### config.mk
export PLATFORM = sky130hd
export DESIGN_NAME = conv_pool_stride_top
export DESIGN_NICKNAME = d
export VERILOG_FILES = /design/src/logic/pool_pkg.sv /design/src/logic/pixel_position_tracker.sv /design/src/logic/pool_window_buffer.sv /design/src/logic/stride2_output_align.sv /design/src/logic/conv_pool_stride_top.sv
export SDC_FILE = /design/constraint.sdc
export NUM_CORES = 1
export LEC_CHECK = 0
export ABC_AREA = 0
export BUFFER_PORTS_ARGS = -buffer_cell sky130_fd_sc_hd__buf_2
export CORE_MARGIN = 3
export CORE_UTILIZATION = 60
export CTS_CLUSTER_SIZE = 14
export DETAILED_ROUTE_END_ITERATION = 10
export PLACE_DENSITY_LB_ADDON = 0.08
export SYNTH_ARGS = -nofsm -noshare
export SYNTH_HDL_FRONTEND = slang
export SYNTH_SLANG_ARGS = --single-unit
### constraint.sdc
create_clock -name clk -period 6.9 [get_ports clk]
set_clock_uncertainty 0.15 [all_clocks]
set_input_delay 1.38 -clock clk [delete_from_list [all_inputs] [get_ports clk]]
set_output_delay 1.38 -clock clk [all_outputs]
set_load 0.02 [all_outputs]
### src/logic/pool_pkg.sv
package pool_pkg;

	//////////////////////////////////////////////////
	// Image geometry
	//////////////////////////////////////////////////

	// Pixels per row and rows per frame
	localparam int IMAGE_WIDTH  = 8;
	localparam int IMAGE_HEIGHT = 8;

	// Bits per pixel
	localparam int PIXEL_WIDTH = 16;

	// Index widths for column and row counters
	localparam int COL_WIDTH = 3;
	localparam int ROW_WIDTH = 3;

	// Last index on each axis, used for counter wrap
	localparam logic [COL_WIDTH-1:0] LAST_COL = COL_WIDTH'(IMAGE_WIDTH - 1);
	localparam logic [ROW_WIDTH-1:0] LAST_ROW = ROW_WIDTH'(IMAGE_HEIGHT - 1);

	//////////////////////////////////////////////////
	// Shared types
	//////////////////////////////////////////////////

	// Signed feature-map pixel
	typedef logic signed [PIXEL_WIDTH-1:0] pixel_t;

	// Position of the pixel currently on the input
	typedef struct packed {
		// Column of the current pixel
		logic [COL_WIDTH-1:0] col;
		// Odd column and odd row, closes a 2x2 window
		logic                 window_end;
	} pixel_pos_t;

	// 2x2 window ending at the current pixel
	typedef struct packed {
		pixel_t top_left;
		pixel_t top_right;
		pixel_t bottom_left;
		pixel_t bottom_right;
	} pool_window_t;

endpackage

### src/logic/pixel_position_tracker.sv
`timescale 1ns/10ps

module pixel_position_tracker (
	input  logic                clk,
	input  logic                reset,
	input  logic                valid_in,
	output pool_pkg::pixel_pos_t pos
);

	import pool_pkg::*;

	//////////////////////////////////////////////////
	// Raster counters
	//////////////////////////////////////////////////

	logic [COL_WIDTH-1:0] col;
	logic [ROW_WIDTH-1:0] row;

	// End of row and end of frame for the pixel on the input
	logic row_last;
	logic frame_last;

	assign row_last   = (col == LAST_COL);
	assign frame_last = row_last && (row == LAST_ROW);

	// Column steps on every accepted pixel
	always_ff @(posedge clk) begin
		if (reset) begin
			col <= '0;
		end else if (valid_in) begin
			if (row_last) begin
				col <= '0;
			end else begin
				col <= col + 1'b1;
			end
		end
	end

	// Row steps when the column wraps
	always_ff @(posedge clk) begin
		if (reset) begin
			row <= '0;
		end else if (valid_in && row_last) begin
			if (frame_last) begin
				// Next frame follows back to back
				row <= '0;
			end else begin
				row <= row + 1'b1;
			end
		end
	end

	//////////////////////////////////////////////////
	// Position flags
	//////////////////////////////////////////////////

	// Bottom right corner of a window sits at odd column, odd row
	always_comb begin
		pos.col        = col;
		pos.window_end = col[0] & row[0];
	end

endmodule

### src/logic/pool_window_buffer.sv
`timescale 1ns/10ps

module pool_window_buffer (
	input  logic                  clk,
	input  logic                  reset,
	input  logic                  valid_in,
	input  pool_pkg::pixel_t      pxl_in,
	input  pool_pkg::pixel_pos_t  pos,
	output pool_pkg::pool_window_t window
);

	import pool_pkg::*;

	//////////////////////////////////////////////////
	// Line memory
	//////////////////////////////////////////////////

	// One row of pixels, indexed by column
	pixel_t line_mem [IMAGE_WIDTH];

	// Read addresses for the upper half of the window
	logic [COL_WIDTH-1:0] addr_right;
	logic [COL_WIDTH-1:0] addr_left;

	assign addr_right = pos.col;
	assign addr_left  = COL_WIDTH'(pos.col - 1'b1);

	// Previous pixel goes in one column behind the current one,
	// so column col-1 keeps the previous row until this pixel is read
	always_ff @(posedge clk) begin
		if (valid_in) begin
			line_mem[addr_left] <= prev_pixel;
		end
	end

	// Entries still hold the previous row during the read
	pixel_t top_left_pxl;
	pixel_t top_right_pxl;

	assign top_left_pxl  = line_mem[addr_left];
	assign top_right_pxl = line_mem[addr_right];

	//////////////////////////////////////////////////
	// Previous pixel
	//////////////////////////////////////////////////

	pixel_t prev_pixel;

	// Last accepted pixel, left neighbour of the current one
	always_ff @(posedge clk) begin
		if (reset) begin
			prev_pixel <= '0;
		end else if (valid_in) begin
			prev_pixel <= pxl_in;
		end
	end

	//////////////////////////////////////////////////
	// Window assembly
	//////////////////////////////////////////////////

	// Meaningful only when pos.window_end is high
	always_comb begin
		window.top_left     = top_left_pxl;
		window.top_right    = top_right_pxl;
		window.bottom_left  = prev_pixel;
		window.bottom_right = pxl_in;
	end

endmodule

### src/logic/stride2_output_align.sv
`timescale 1ns/10ps

module stride2_output_align (
	input  logic                   clk,
	input  logic                   reset,
	input  logic                   stride2,
	input  logic                   valid_in,
	input  pool_pkg::pixel_t       pxl_in,
	input  pool_pkg::pixel_pos_t   pos,
	input  pool_pkg::pool_window_t window,
	output logic                   valid_out,
	output pool_pkg::pixel_t       pxl_out
);

	import pool_pkg::*;

	// Signed maximum of two pixels
	function automatic pixel_t max2(input pixel_t a, input pixel_t b);
		pixel_t result;
		if (a > b) begin
			result = a;
		end else begin
			result = b;
		end
		return result;
	endfunction

	//////////////////////////////////////////////////
	// Comparison tree
	//////////////////////////////////////////////////

	// First level, one compare per window row
	pixel_t max_top;
	pixel_t max_bottom;

	assign max_top    = max2(window.top_left, window.top_right);
	assign max_bottom = max2(window.bottom_left, window.bottom_right);

	// Second level
	pixel_t window_max;

	assign window_max = max2(max_top, max_bottom);

	//////////////////////////////////////////////////
	// Mode select
	//////////////////////////////////////////////////

	logic   sel_valid;
	pixel_t sel_pixel;

	always_comb begin
		if (stride2) begin
			// One output per closed window
			sel_valid = valid_in & pos.window_end;
			sel_pixel = window_max;
		end else begin
			// Bypass path
			sel_valid = valid_in;
			sel_pixel = pxl_in;
		end
	end

	//////////////////////////////////////////////////
	// Output register
	//////////////////////////////////////////////////

	always_ff @(posedge clk) begin
		if (reset) begin
			valid_out <= 1'b0;
		end else begin
			valid_out <= sel_valid;
		end
	end

	// Pixel holds its last value between strobes
	always_ff @(posedge clk) begin
		if (reset) begin
			pxl_out <= '0;
		end else if (sel_valid) begin
			pxl_out <= sel_pixel;
		end
	end

endmodule

### src/logic/conv_pool_stride_top.sv
`timescale 1ns/10ps

module conv_pool_stride_top (
	input  logic             clk,
	input  logic             reset,
	input  logic             stride2,
	input  logic             valid_in,
	input  pool_pkg::pixel_t pxl_in,
	output logic             valid_out,
	output pool_pkg::pixel_t pxl_out
);

	import pool_pkg::*;

	//////////////////////////////////////////////////
	// Internal connections
	//////////////////////////////////////////////////

	// Position of the pixel on pxl_in
	pixel_pos_t   pos;
	// Window ending at that pixel
	pool_window_t window;

	// Raster position and window flag
	pixel_position_tracker pixel_position_tracker_i (
		.clk      (clk),
		.reset    (reset),
		.valid_in (valid_in),
		.pos      (pos)
	);

	// Line memory and previous pixel
	pool_window_buffer pool_window_buffer_i (
		.clk      (clk),
		.reset    (reset),
		.valid_in (valid_in),
		.pxl_in   (pxl_in),
		.pos      (pos),
		.window   (window)
	);

	// Max pooling or bypass, registered
	stride2_output_align stride2_output_align_i (
		.clk       (clk),
		.reset     (reset),
		.stride2   (stride2),
		.valid_in  (valid_in),
		.pxl_in    (pxl_in),
		.pos       (pos),
		.window    (window),
		.valid_out (valid_out),
		.pxl_out   (pxl_out)
	);

endmodule

==> results.ini <==
[placement]
portBuffers = 36
gp_congestion = 0.9228
dp_slack_ns = 0.7658
dpl.hpwl_um = 17130

[timing]
final_max_slew_viol_count = 0
relSlewSlack = 0.4405
setup_viol = 0
rsz0062_at_grt = false
max_freq_mhz = 160.3
fin_ws_ns = 0.6621
worst_pin_slew_ns = 0.8361
fin_tns_setup_ns = 0
finalCriticalPeriod_ns = 6.238
finalHoldViolations = 0
fin_crit_sh = 0.9040

[floorplan]
fp.dieW_um = 130.6
start_util = 0.6262
fp.dieH_um = 130.6
core.rowCount = 44
coreArea_um2 = 14860
io_pins = 37
die_area_um2 = 17040

[routing]
drt_first_pass_iters = 5
drt_wl_total_um = 24320
viasPerCell = 6.765
ant_nets = 0
vias = 6704
dr.first_iter.drc_count = 573
wire_per_inst_um = 24.54
drcViolationCount = 0

[finish]
drive_gt1_frac = 0.1884
final_util = 0.6933
nNetsFinal = 867
diodes = 0
synthToLayoutAreaGrowth_pct = 10.71

[critical_path]
arrival_ns = 6.39
critical_path.most_common_cell = ha_1
path_buf_inv = 3
cp_slowest_cell = nor2_1
required_ns = 7.05
worstSetupPathType = register to register
path_cells = inv_1, ha_1, buf_4, mux2_2, a221oi_1, o22a_1, inv_1, ha_1, nand4_1, o41ai_2, o21ai_1, a32oi_1, ha_1, nand4_1, o41ai_1, a311oi_1, or2_1, nor2_1, a21oi_1
worstSetupEndpointType = register
critical_path.top_delay_family = compound AO/OA/AOI/OAI gates
critPathLaunchType = register
max_stage_delay_ns = 0.57
crit_fanout = 29

[synth]
netlist_top_cells_area = edfxtp_1 41%, mux4_2 9.4%, dfxtp_1 9.0%
netlist_area_um2 = 9308
syn_area_per_cell_um2 = 12.20
synth_top_cell_area_share = 0.4130
ys_top_cells_by_count = 128 x edfxtp_1, 69 x mux2i_1, 59 x nand2_1
postSynthNetCount = 836
synthArstFlopShare = 0
ys_warn_count = 0
syn_inst = 763
synth_ff_type = edfxtp_1
synth.most_common_cell = edfxtp_1
ys_types = 57
ys_ff_latch = 170
synth_top_cell_by_area = edfxtp_1
synth-edff-count = 128
ys_seq_area_frac = 0.5033

[cts]
hold_buffers = 0
htreeDepth = 4
cts_repair_resize_count = 0
cts_buffers = 17
clock-root-buffer = clkbuf_16
clkTransAtPathRegs_ns = 0.07
cts_setup_buffers = 0
cts_buffer_depth = 2
cts_sinks = 170
tritoncts = built
worstSkewPairLatency_ns = 0.44

[global_routing]
grt_usage = 0.2994
overflow = 0
grt_max_degree = 42
grt_pass1_vias = 6814
antenna_found_initial = 0
grt_pass1_wl_um = 38070

[run]
maxCapViolations = 0

[worst_hold_path]
hold_path_class = register to register

[power_and_ir_drop]
ir_worst_vdd_uv = 214.3
p_leak_uw = 0.003933
p_total_uw = 2884
p_per_area_nw_per_um2 = 279.9

[outcome]
status = completed

-- sequential cells by signal, indices dropped and copies added, names as in the netlist, named ones only --
name and cells:
pixel_position_tracker_i.col 3, pixel_position_tracker_i.row 3, pool_window_buffer_i.line_mem 128, pool_window_buffer_i.prev_pixel 16, stride2_output_align_i.pxl_out 16, stride2_output_align_i.valid_out 1
-- area by class of cell --
cell class	count	area, µm²
Clock buffer	20	479.2
Clock inverter	12	98.84
Fill cell	1068	4559
Inverter	41	153.9
Multi-Input combinational cell	509	4322
Sequential cell	170	4686
Tap cell	184	230.2
Timing Repair Buffer	55	335.3
-- power by group --
| part | switching, µW | internal (µW) | leakage (µW) | total, µW |
|---|---|---|---|---|
| combinational | 452 | 300 | 0.00212 | 752 |
| sequential | 47.4 | 1150 | 0.00153 | 1200 |
| clock | 418 | 513 | 0.000288 | 932 |
-- placed cells by master (no fill, tap or decap), drive strengths merged, types with 2 or more instances in the layout --
master,n
a221o,3
a32o,2
edfxtp,128
ha,53
o211ai,5
nor3,22
a31oi,4
nand4,14
nor2b,10
nand3,26
a21o,10
o41ai,3
o22ai,4
mux2,8
o21a,3
mux2i,69
dfxtp,42
o21ai,32
buf,55
nand2b,2
a221oi,11
clkinv,3
inv,49
a21oi,40
nor2,49
a32oi,9
o221ai,7
mux4,39
or3,8
clkbuf,20
nand2,59
-- final timing paths --
check,startpoint,to,slack [ns],cells past startpoint
hold / removal,pixel_position_tracker_i.row[1]$_SDFFE_PP0P_,pixel_position_tracker_i.row[1]$_SDFFE_PP0P_,0.34,2
hold reg to reg,pixel_position_tracker_i.row[1]$_SDFFE_PP0P_,pixel_position_tracker_i.row[1]$_SDFFE_PP0P_,0.34,2
setup / recovery,pixel_position_tracker_i.col[1]$_SDFFE_PP0P_,stride2_output_align_i.pxl_out[8]$_SDFFE_PP0P_,0.66,19
setup reg to reg,pixel_position_tracker_i.col[1]$_SDFFE_PP0P_,stride2_output_align_i.pxl_out[8]$_SDFFE_PP0P_,0.66,19
-- per-layer routing --
layer / track usage / part of all wire / vias to the layer above
li1: - / - / 3009
met1: 0.3962 / 0.42 / 3311
met2: 0.4884 / 0.48 / 321
met3: 0.06829 / 0.067 / 63
met4: 0.1089 / 0.031 / 0
met5: 0 / 0 / -
-- worst reg2reg max path: cells and delay by family (launching register included) --
kind / cells / cell delay [ns]
adders and majority gates: 3 / 0.88
AOI/OAI and AO/OA: 8 / 2.58
DFF: 1 / 0.37
buffers and inverters: 3 / 0.51
and+or+nand+nor: 4 / 1.19
muxes: 1 / 0.41
-- cell families after synthesis --
family,count (synthesis),share of synthesized area
DFF,170,0.5033
buffers and inverters,84,0.03656
and+or+nand+nor,195,0.09827
adders and majority gates,53,0.07125
AOI/OAI and AO/OA,143,0.1081
muxes,116,0.1799
xor gates and xnor gates,2,0.002689
-- per-stage QoR --
stage,cells,cell area [µm²],hold slack [ns]
floorplan,763,9308,0.2900
global placement,959,9727,0.2964
detailed placement,959,9727,0.3293
CTS,991,10300,0.3402
global route,991,10300,0.3764
finish,991,10300,0.3413
(Power assumes the default switching activity.)
